$ cat config.mk
export PLATFORM = sky130hd
export DESIGN_NAME = uart_tx
export DESIGN_NICKNAME = d
export VERILOG_FILES = /design/src/uart/uart_tx.sv
export SDC_FILE = /design/constraint.sdc
export NUM_CORES = 1
export LEC_CHECK = 0
export BUFFER_PORTS_ARGS = -buffer_cell sky130_fd_sc_hd__buf_2
export CAP_MARGIN = 20
export CORE_ASPECT_RATIO = 1.1
export CORE_MARGIN = 4
export CORE_UTILIZATION = 40
export DETAILED_ROUTE_END_ITERATION = 8
export MAX_ROUTING_LAYER = met4
export PLACE_DENSITY_LB_ADDON = 0.2
export RECOVER_POWER = 25
export SYNTH_ARGS = -nofsm -noshare
export SYNTH_HDL_FRONTEND = slang
export SYNTH_SLANG_ARGS = --single-unit
$ cat constraint.sdc
create_clock -name sys_clk -period 2 [get_ports sys_clk]
set_clock_uncertainty 0.15 [all_clocks]
set_input_delay 0.1 -clock sys_clk [delete_from_list [all_inputs] [get_ports sys_clk]]
set_output_delay 0.1 -clock sys_clk [all_outputs]
set_load 0.05 [all_outputs]
$ cat src/uart/uart_tx.sv
// ####################
// 8N1 serializer. One byte per byte_req, ignored while a byte is on the line.
// byte_done pulses once at the end of the stop bit.
// ####################
`timescale 1ns/1ns

module uart_tx #(
	parameter int CLKS_PER_BIT = 16
) (
	input  logic       sys_clk,
	input  logic       sys_rst_n,
	input  logic [7:0] byte_data,
	input  logic       byte_req,
	output logic       serial_out,
	output logic       byte_done
);

	localparam int CNT_W = (CLKS_PER_BIT > 1) ? $clog2(CLKS_PER_BIT) : 1;
	localparam logic [CNT_W-1:0] CNT_LAST = CNT_W'(CLKS_PER_BIT - 1);
	// Bit 0 is the start bit, bits 1 to 8 carry data, bit 9 is the stop bit.
	localparam logic [3:0] BIT_LAST_DATA = 4'd8;
	localparam logic [3:0] BIT_STOP = 4'd9;

	logic             active;
	logic [CNT_W-1:0] clk_cnt;
	logic [3:0]       bit_idx;
	logic [7:0]       tx_buf;

	// The byte is captured at the request so the source may change afterwards.
	always_ff @(posedge sys_clk) begin
		if (byte_req && !active) begin
			tx_buf <= byte_data;
		end
	end

	always_ff @(posedge sys_clk or negedge sys_rst_n) begin
		if (!sys_rst_n) begin
			active     <= 1'b0;
			clk_cnt    <= '0;
			bit_idx    <= '0;
			serial_out <= 1'b1;
			byte_done  <= 1'b0;
		end else begin
			byte_done <= 1'b0;
			if (!active) begin
				if (byte_req) begin
					// The start bit goes out on the next cycle.
					active     <= 1'b1;
					clk_cnt    <= '0;
					bit_idx    <= '0;
					serial_out <= 1'b0;
				end
			end else if (clk_cnt == CNT_LAST) begin
				clk_cnt <= '0;
				if (bit_idx == BIT_STOP) begin
					active    <= 1'b0;
					byte_done <= 1'b1;
				end else begin
					bit_idx <= bit_idx + 4'd1;
					// Data goes out LSB first, the stop bit follows the last data bit.
					if (bit_idx == BIT_LAST_DATA) begin
						serial_out <= 1'b1;
					end else begin
						serial_out <= tx_buf[bit_idx[2:0]];
					end
				end
			end else begin
				clk_cnt <= clk_cnt + 1'b1;
			end
		end
	end

endmodule

==> results.py <==
metrics = {
    "logic_synthesis": {
        "synth_compound_area_frac": 0.0960,
        "synth_xor_area_frac": 0.0100,
        "synth_top_family_by_area": "simple AND/OR/NAND/NOR gates",
        "async_reset_ff_frac": 0.579,
        "ys.flop_type": "dfrtp_1",
        "yosysWarnings": 0,
        "synth_area_um2": 873,
        "synth_mux_area_frac": 0.0903,
        "synth_area_per_cell_um2": 12.8,
        "mappedNetlistNets": 83,
        "synth_fa_ha_area_frac": 0.0573,
        "synth-simple-area-share": 0.138,
        "synth-seq-cells": 19,
        "synth_cells": 68,
        "synth_cell_types": 28,
        "seq_area_frac_synth": 0.592,
        "synth_edf_count": 8,
    },
    "global_routing": {
        "gr-total-overflow": 0,
        "grt_pass1_vias": 606,
        "antenna_found_initial": 0,
        "track_usage": 0.127,
        "grt_pass1_wl_um": 2660,
        "grt_max_degree": 12,
    },
    "routing": {
        "drt-pass1-iter-count": 3,
        "antenna_left": 0,
        "route.vias.total": 610,
        "viasPerCell": 5.00,
        "dr.first_iter.drc_count": 1,
        "wl_per_cell_um": 11.9,
        "drc": 0,
        "finalWirelength_um": 1450,
    },
    "finish": {
        "layout.nets": 110,
        "mostFrequentLayoutCells": "buf_2, dfrtp_1, dlygate4sd3_1",
        "final_common_cell": "buf_2",
        "fillers": 197,
        "drive_gt1_frac": 0.213,
        "utilization": 0.538,
        "insertedDiodeCount": 0,
        "area_delta_synth_final_pct": 25.8,
    },
    "floorplan": {
        "rows": 17,
        "die_w_um": 52.6,
        "die_area_mm2": 0.00300,
        "ios": 13,
        "die_h_um": 57.0,
        "core_region_area_mm2": 0.00204,
        "initial_core_util": 0.428,
    },
    "critical_path": {
        "critPathKind": "flip-flop to flip-flop",
        "required_ns": 2.08,
        "crit_path_start_kind": "flip-flop",
        "cp.arrival_ns": 1.78,
        "crit_path_end_kind": "flip-flop",
        "crit_fanout": 8,
    },
    "pwr": {
        "pwr_density_cell_mw_per_mm2": 1050,
        "ir_drop_uv": 490,
        "p_leak_nw": 0.489,
    },
    "clock_tree": {
        "cts_resized": 0,
        "path_clk_slew_ns": 0.11,
        "cts_sinks": 19,
        "post_cts_buffers": 0,
        "cts.path.max_buffers": 2,
        "root_buffer": "clkbuf_4",
        "clock_latency_ns": 0.30,
        "cts_tree": "yes",
        "cts_max_level": 1,
        "cts_buffers": 3,
    },
    "timing": {
        "timing.setup.tns_ns": 0,
        "drv_slew": 0,
        "period_share": 0.852,
        "slew_headroom": 0.598,
        "setup_viol": 0,
        "fmax_mhz": 587,
        "min_period_ns": 1.70,
        "rsz0062_at_grt": "false",
        "hold_viol": 0,
        "worst_pin_slew_ns": 0.603,
    },
    "run": {
        "maxCapViolations": 0,
    },
    "place": {
        "dp_hpwl_um": 1040,
        "gp_congestion": 0.736,
        "port_buffers": 12,
    },
    "outcome": {
        "status": "finished clean",
    },
    "min_path": {
        "hold_path_class": "primary input to async pin",
    },
}
worst max-delay path, cell delays in order (launching register included):
cell	delay, ns
dfrtp_1	0.49
ha_1	0.25
and3b_1	0.19
nor3_2	0.33
mux2i_1	0.22
sequential cells by signal, indices dropped and copies added, names as in the netlist:
| name | cells |
|---|---|
| byte_done | 1 |
| tx_buf | 8 |
| active | 1 |
| serial_out | 1 |
| bit_idx | 4 |
| clk_cnt | 4 |
final cells by class:
| class | instances | area [µm²] | area share |
|---|---|---|---|
| clock inverter | 1 | 5.00 | 0.00456 |
| inverter | 3 | 11.3 | 0.0103 |
| clock buffer | 3 | 22.5 | 0.0205 |
| tap | 28 | 35.0 | 0.0319 |
| multi-input combinational | 45 | 342 | 0.311 |
| timing repair buffer | 23 | 166 | 0.151 |
| sequential | 19 | 517 | 0.470 |
path summary, 6_finish.rpt:
| path | from | end | slack [ns] | cells past startpoint |
|---|---|---|---|---|
| worst max-delay path | bit_idx[0]$_DFFE_PN0P_ | bit_idx[0]$_DFFE_PN0P_ | 0.30 | 4 |
| worst min-delay path | sys_rst_n | clk_cnt[1]$_DFFE_PN0P_ | 0.15 | 2 |
| worst max register to register | bit_idx[0]$_DFFE_PN0P_ | bit_idx[0]$_DFFE_PN0P_ | 0.30 | 4 |
| worst min register to register | serial_out$_DFFE_PN1P_ | serial_out$_DFFE_PN1P_ | 0.32 | 2 |
| max in group asynchronous | sys_rst_n | bit_idx[0]$_DFFE_PN0P_ | 1.16 | 2 |
| min in group sys_clk | serial_out$_DFFE_PN1P_ | serial_out$_DFFE_PN1P_ | 0.32 | 2 |
timing repair:
| item | 4_1_cts | 5_1_grt |
|---|---|---|
| hold buffers | 10 | 0 |
| hold endpoints to repair | 22 | 0 |
| setup endpoints to repair | 0 | 0 |
per-stage QoR:
step	hold slack (ns)	power [W]	cells	worst slack, ns	area (µm²)
2_1_floorplan	-0.346	0.000870	68	0.409	873
6_report	0.148	0.00115	122	0.297	1100
3_3_place_gp	-0.164	0.000950	108	0.306	972
4_1_cts	0.0305	0.00117	122	0.276	1100
5_1_grt	0.205	0.00126	122	0.139	1100
3_5_place_dp	-0.162	0.000959	108	0.289	972
power by group:
group | switching (W) | internal (W)
clock network | 0.000119 | 0.0000747
logic | 0.000167 | 0.000186
registers | 0.000108 | 0.000497
cells by family (layout without fill, tap and decap cells):
family	count (synthesis)	in the layout
mux	5	5
flops	19	19
buf+inv	4	30
simple gates	22	22
xor+xnor	1	1
fa+ha+maj	4	4
compound gates	13	13
layer usage:
| layer | wire length, µm | vias to the layer above | global-route usage |
|---|---|---|---|
| met4 | 31 | 0 | 0.0547 |
| li1 | - | 299 | - |
| met1 | 583 | 293 | 0.140 |
| met3 | 78 | 5 | 0.0548 |
| met5 | 0 | - | - |
| met2 | 754 | 13 | 0.197 |
synth_stat cells, types with 2 or more instances:
cell type,number,share of area
a22o_1,2,0.020
and3_1,2,0.014
dfrtp_1,10,0.29
edfxtp_1,8,0.28
ha_1,4,0.057
inv_1,3,0.013
mux2i_1,3,0.034
nand2_1,7,0.030
nand2b_1,3,0.021
nand4_1,2,0.014
nor2_1,3,0.013
o21ai_0,5,0.029
Note: power is estimated with default switching activity, not from simulation.
