## config.mk

```make
export PLATFORM = sky130hd
export DESIGN_NAME = uart_rx_flat
export DESIGN_NICKNAME = d
export VERILOG_FILES = /design/src/common/uart_byte_if.sv /design/src/uart/uart_rx.sv /design/src/flat_wrapper.sv
export SDC_FILE = /design/constraint.sdc
export NUM_CORES = 1
export LEC_CHECK = 0
export BUFFER_PORTS_ARGS = -buffer_cell sky130_fd_sc_hd__buf_2
export CELL_PAD_IN_SITES_DETAIL_PLACEMENT = 1
export CELL_PAD_IN_SITES_GLOBAL_PLACEMENT = 1
export CORE_UTILIZATION = 43
export DETAILED_ROUTE_END_ITERATION = 16
export HOLD_SLACK_MARGIN = 0.1
export MAX_ROUTING_LAYER = met4
export PLACE_DENSITY = 0.74
export SETUP_SLACK_MARGIN = 0.3
export SYNTH_ARGS = -nofsm -noshare
export SYNTH_HDL_FRONTEND = slang
export SYNTH_SLANG_ARGS = --single-unit
```

## constraint.sdc

```tcl
create_clock -name sys_clk -period 1.8 [get_ports sys_clk]
set_clock_uncertainty 0.05 [all_clocks]
set_input_delay 0.36 -clock sys_clk [delete_from_list [all_inputs] [get_ports sys_clk]]
set_output_delay 0.36 -clock sys_clk [all_outputs]
set_load 0.01 [all_outputs]
```

## src/common/uart_byte_if.sv

```systemverilog
// ####################
// Received byte stream from the deserializer to the deframer.
// vld and err are single-cycle pulses and never occur together.
// ####################
`timescale 1ns/1ns

interface uart_byte_if;

	// Last received byte. Stable from the vld or err pulse until the next byte.
	logic [7:0] data;
	// Byte complete with a good stop bit.
	logic       vld;
	// Byte complete with a low stop bit.
	logic       err;
	// A byte is being received.
	logic       busy;

	modport rx_src (
		output data,
		output vld,
		output err,
		output busy
	);

	modport rx_sink (
		input data,
		input vld,
		input err,
		input busy
	);

endinterface

```

## src/uart/uart_rx.sv

```systemverilog
// ####################
// 8N1 deserializer. The start bit is checked again at half a bit period.
// Every bit is sampled at its middle; vld or err follows the stop bit.
// ####################
`timescale 1ns/1ns

module uart_rx #(
	parameter int CLKS_PER_BIT = 16
) (
	input  logic        sys_clk,
	input  logic        sys_rst_n,
	input  logic        serial_in,
	uart_byte_if.rx_src byte_bus
);

	localparam int CNT_W = (CLKS_PER_BIT > 1) ? $clog2(CLKS_PER_BIT) : 1;
	localparam logic [CNT_W-1:0] CNT_LAST = CNT_W'(CLKS_PER_BIT - 1);
	localparam logic [CNT_W-1:0] CNT_HALF = CNT_W'(CLKS_PER_BIT / 2 - 1);

	typedef enum logic [1:0] {
		S_IDLE,
		S_START,
		S_DATA,
		S_STOP
	} rx_state_t;

	rx_state_t        state;
	logic             rx_meta;
	logic             rx_sync;
	logic [CNT_W-1:0] clk_cnt;
	logic [2:0]       bit_idx;
	logic [7:0]       rx_shift;
	logic             vld_q;
	logic             err_q;
	logic             sample_data;

	assign sample_data = (state == S_DATA) && (clk_cnt == CNT_LAST);

	// Two flops bring the asynchronous line into the clock domain.
	always_ff @(posedge sys_clk or negedge sys_rst_n) begin
		if (!sys_rst_n) begin
			rx_meta <= 1'b1;
			rx_sync <= 1'b1;
		end else begin
			rx_meta <= serial_in;
			rx_sync <= rx_meta;
		end
	end

	// Bits arrive LSB first, so they are shifted in from the top.
	always_ff @(posedge sys_clk) begin
		if (sample_data) begin
			rx_shift <= {rx_sync, rx_shift[7:1]};
		end
	end

	always_ff @(posedge sys_clk or negedge sys_rst_n) begin
		if (!sys_rst_n) begin
			state   <= S_IDLE;
			clk_cnt <= '0;
			bit_idx <= '0;
			vld_q   <= 1'b0;
			err_q   <= 1'b0;
		end else begin
			vld_q <= 1'b0;
			err_q <= 1'b0;
			case (state)
				S_IDLE: begin
					clk_cnt <= '0;
					if (!rx_sync) begin
						state <= S_START;
					end
				end
				S_START: begin
					if (clk_cnt == CNT_HALF) begin
						clk_cnt <= '0;
						bit_idx <= '0;
						// A line that is high again was a glitch.
						state   <= rx_sync ? S_IDLE : S_DATA;
					end else begin
						clk_cnt <= clk_cnt + 1'b1;
					end
				end
				S_DATA: begin
					if (clk_cnt == CNT_LAST) begin
						clk_cnt <= '0;
						bit_idx <= bit_idx + 3'd1;
						if (bit_idx == 3'd7) begin
							state <= S_STOP;
						end
					end else begin
						clk_cnt <= clk_cnt + 1'b1;
					end
				end
				S_STOP: begin
					if (clk_cnt == CNT_LAST) begin
						vld_q <= rx_sync;
						err_q <= !rx_sync;
						state <= S_IDLE;
					end else begin
						clk_cnt <= clk_cnt + 1'b1;
					end
				end
				default: state <= S_IDLE;
			endcase
		end
	end

	assign byte_bus.data = rx_shift;
	assign byte_bus.vld  = vld_q;
	assign byte_bus.err  = err_q;
	assign byte_bus.busy = (state != S_IDLE);

endmodule

```

## src/flat_wrapper.sv

```systemverilog
// flat-port wrapper written by rule: the top's interface ports become plain ports
module uart_rx_flat 
#(
	parameter int CLKS_PER_BIT = 16
)
  (sys_clk, sys_rst_n, serial_in, byte_bus_data, byte_bus_vld, byte_bus_err, byte_bus_busy);
  uart_byte_if byte_bus_i ();
  input  logic sys_clk;
  input  logic sys_rst_n;
  input  logic serial_in;
  output wire logic [$bits(byte_bus_i.data)-1:0] byte_bus_data;
  output wire logic [$bits(byte_bus_i.vld)-1:0] byte_bus_vld;
  output wire logic [$bits(byte_bus_i.err)-1:0] byte_bus_err;
  output wire logic [$bits(byte_bus_i.busy)-1:0] byte_bus_busy;
  assign byte_bus_data = byte_bus_i.data;
  assign byte_bus_vld = byte_bus_i.vld;
  assign byte_bus_err = byte_bus_i.err;
  assign byte_bus_busy = byte_bus_i.busy;
  uart_rx #(.CLKS_PER_BIT(CLKS_PER_BIT)) u_core (.sys_clk(sys_clk), .sys_rst_n(sys_rst_n), .serial_in(serial_in), .byte_bus(byte_bus_i));
endmodule
```

==> metrics.md <==
| Metric | Value |
|---|---|
| Starting Density | `0.469` |
| Worst Path Required | `1.39 ns` |
| Tot GR Track Use | `0.214` |
| DRC Markers | `0` |
| Antenna violations before repair | `0` |
| First-pass GRT wire length | `3.60 mm` |
| Worst slew pin tran | `0.308 ns` |
| Cell type with the highest aggregate area in the netlist | `dfrtp_1` |
| Syn Nets | `85` |
| 1st-pass router iterations | `4` |
| Adder-cell share of the synthesized area | `0.0400` |
| Placed cell areas | `0.00103 mm²` |
| Simple-gate area share of the yosys netlist | `0.189` |
| Yosys cell types | `28` |
| Worst r2r dst | `u_core.bit_idx[0]` |
| CP top delay family | `flip-flops` |
| Vias per cell | `5.65` |
| Nets | `106` |
| Max Clock Freq | `662 MHz` |
| Number of I/O port buffers | `13` |
| Detailed Place HPWL | `1.45 mm` |
| Critical path startpoint category | `flip-flop` |
| Flop pwr share | `0.434` |
| Core ar. | `0.00200 mm²` |
| Slowest stage delay, CP | `0.42 ns` |
| Tmin final | `1.51 ns` |
| Die area | `0.00237 mm²` |
| FF-to-FF Start | `u_core.clk_cnt[0]` |
| Setup TNS | `0 ns` |
| Skew-Pair Late Insertion Delay | `0.31 ns` |
| Post-Syn Area | `938 µm²` |
| Largest family of logic cells by synthesized area | `simple AND/OR/NAND/NOR gates` |
| Comb power frac | `0.419` |
| Part of the Yosys area used for sequential elements | `0.605` |
| Maximum VDD drop | `0.909 mV` |
| Synthesized area per cell | `11.9 µm²` |
| Core Util, Final | `0.570` |
| Vias in the first global route | `754` |
| Gr ovfl total | `0` |
| TritonCTS buffer count | `3` |
| Tcrit/Tclk final | `0.839` |
| Final setup vio count | `0` |
| GPL Wtd Cong | `0.767` |
| Worst-case clock buffer depth | `2` |
| Worst-path fanout max | `2` |
| Hold endpoint | `u_core.rx_sync` |
| Initial DRC count | `3` |
| Max Cap Violations | `0` |
| Switching share of power | `0.369` |
| Clock share of power | `0.147` |
| Crit Path Class | `flip-flop to output port` |
| RSZ-0062 raised after global routing | `true` |
| Worst path cell trace | `or2_4 -> buf_6` |
| Leakage | `0.498 nW` |
| Post-synthesis mux area share | `0` |
| CP Buf/Inv Count | `1` |
| WL/cell | `16.7 µm` |
| Commonest non-fill, non-tap cell in the layout | `buf_2` |
| Worst Setup End Kind | `output port` |
| Max_slew headroom | `0.794` |
| DRT Wirelength | `2.10 mm` |
| Synth Area in Compound Gates | `0.133` |
| Status | `complete, no violations` |
| Share of cells above drive strength 1 | `0.364` |
| Critical path's slowest cell | `dfrtp_1` |
| Hold wc startpoint | `u_core.rx_meta` |
| Row Count | `16` |
| Final instance area | `0.00114 mm²` |
| Final count of hold timing violations | `0` |
| Clock Tree Root | `clkbuf_4` |
| ANT nets after route | `0` |
| Hold WC Path Type | `flip-flop to flip-flop` |
| Yosys top cell area share | `0.293` |
| Total number of vias | `712` |
| Total power | `1.54 mW` |
| Ant. Diodes | `0` |
| P_int | `0.972 mW` |
| Largest net degree at the start of global routing | `17` |
| XOR/XNOR share of the synthesized area | `0` |
| Max H-tree Level | `1` |
| Area grow syn2layout | `21.6%` |
| Synth warnings | `0` |
| CTS tree | `yes` |
| IO Pins | `14` |
| Worst hold path cell count | `0` |
| Gate Count Post-Synth | `79` |
| Sw power | `0.568 mW` |
| R2R setup slack | `0.34 ns` |
| R2r worst-path depth | `5` |
| Slew Limit Fails | `0` |
| DIE HEIGHT | `48.7 µm` |
| CTS clock-pin slew for the worst setup and hold paths | `0.11 ns` |
| Commonest non-fill, non-tap cells in the layout | `12 x buf_2, 9 x dfrtp_1, 8 x edfxtp_1, 6 x nand3_1, 6 x buf_4` |
| CP Data Arrival Time | `1.10 ns` |
| Yosys reg bits | `21` |
| Synth top area cells | `dfrtp_1 29%, edfxtp_1 26%, dfstp_2 5.6%` |
| CTS sink count | `21` |
| Die Wd | `48.7 µm` |
| Power Density | `1350 mW/mm²` |
-- synth_stat cells --
cell type / instances
o21ai_0: 3
a21oi_1: 5
nor3_2: 1
buf_2: 3
clkbuf_1: 2
nand4_1: 2
a211oi_1: 1
dfrtp_1: 11
dfstp_2: 2
nor2_1: 4
a41oi_1: 1
nand2_1: 4
o221a_1: 2
nor2b_1: 3
or2_2: 3
a211o_1: 1
nand3b_2: 1
nand4b_1: 1
and3_2: 1
nand3_1: 6
and4b_1: 2
inv_2: 1
o211ai_1: 2
ha_1: 3
a21o_1: 3
edfxtp_1: 8
inv_1: 1
nor3_1: 2
-- registers in the layout, indices dropped and copies added, names as in the netlist, named ones only --
signal                count
u_core.byte_bus.data      8
u_core.byte_bus.err       1
u_core.byte_bus.vld       1
u_core.state              1
u_core.clk_cnt            4
u_core.rx_sync            1
u_core.bit_idx            3
u_core.rx_meta            1
-- how the worst max path moves through the flow --
| stage | start | end | slack (ns) | cells past startpoint |
|---|---|---|---|---|
| after floorplan | u_core.clk_cnt[0] | u_core.byte_bus.data[0] | 0.31 | 4 |
| after global placement | u_core.clk_cnt[0] | u_core.byte_bus.data[0] | 0.20 | 4 |
| after detailed placement | u_core.clk_cnt[0] | u_core.byte_bus.data[2] | 0.09 | 4 |
| after CTS | u_core.state[0] | byte_bus_busy | 0.29 | 2 |
| after global routing | flip-flop | byte_bus_busy | 0.25 | 2 |
| final | flip-flop | byte_bus_busy | 0.29 | 2 |
-- stage by stage --
step / hold WS [ns] / instances / setup WS [ns]
floorplan: 0.0144 / 79 / 0.307
global placement: 0.213 / 116 / 0.199
detailed placement: 0.221 / 116 / 0.0911
CTS: 0.319 / 126 / 0.290
global route: 0.330 / 126 / 0.254
finish: 0.321 / 126 / 0.290
-- kinds of logic after synthesis --
group / Yosys count
AO/OA/AOI/OAI: 18
adder cells (fa/ha/maj): 3
buffers and inverters: 7
flip-flops: 21
AND/OR/NAND/NOR: 30
-- repair_timing --
item                                    in CTS  in global routing
hold buffers                                 2                  0
pin swaps                                    1                  1
hold endpoints to repair                    12                  0
setup buffers                                4                  0
gates resized for setup                      7                  2
endpoints found under the setup margin      14                 10
-- routing by layer --
metal / up-vias / share of wire / global-route usage
met4: 0 / 0.021 / 0.118
met3: 5 / 0.024 / 0.0314
li1: 334 / - / -
met2: 13 / 0.49 / 0.322
met5: - / 0 / -
met1: 360 / 0.46 / 0.277
-- power groups by stage --
stage	Sequential (mW)	Clock [mW]	Combinational [mW]
floorplan	0.633	0	0.415
global placement	0.704	0	0.447
detailed placement	0.714	0	0.468
CTS	0.661	0.234	0.639
global route	0.674	0.258	0.721
finish	0.668	0.227	0.645
-- cell type report --
| class | instances | area, µm² |
|---|---|---|
| Clock buffer | 3 | 22.5 |
| Clock inverter | 1 | 5.00 |
| Fill cell | 224 | 861 |
| Inverter | 2 | 12.5 |
| Multi-Input combinational cell | 51 | 360 |
| Sequential cell | 21 | 571 |
| Tap cell | 27 | 33.8 |
| Timing Repair Buffer | 21 | 136 |
Note: power is estimated with default switching activity, not from simulation.
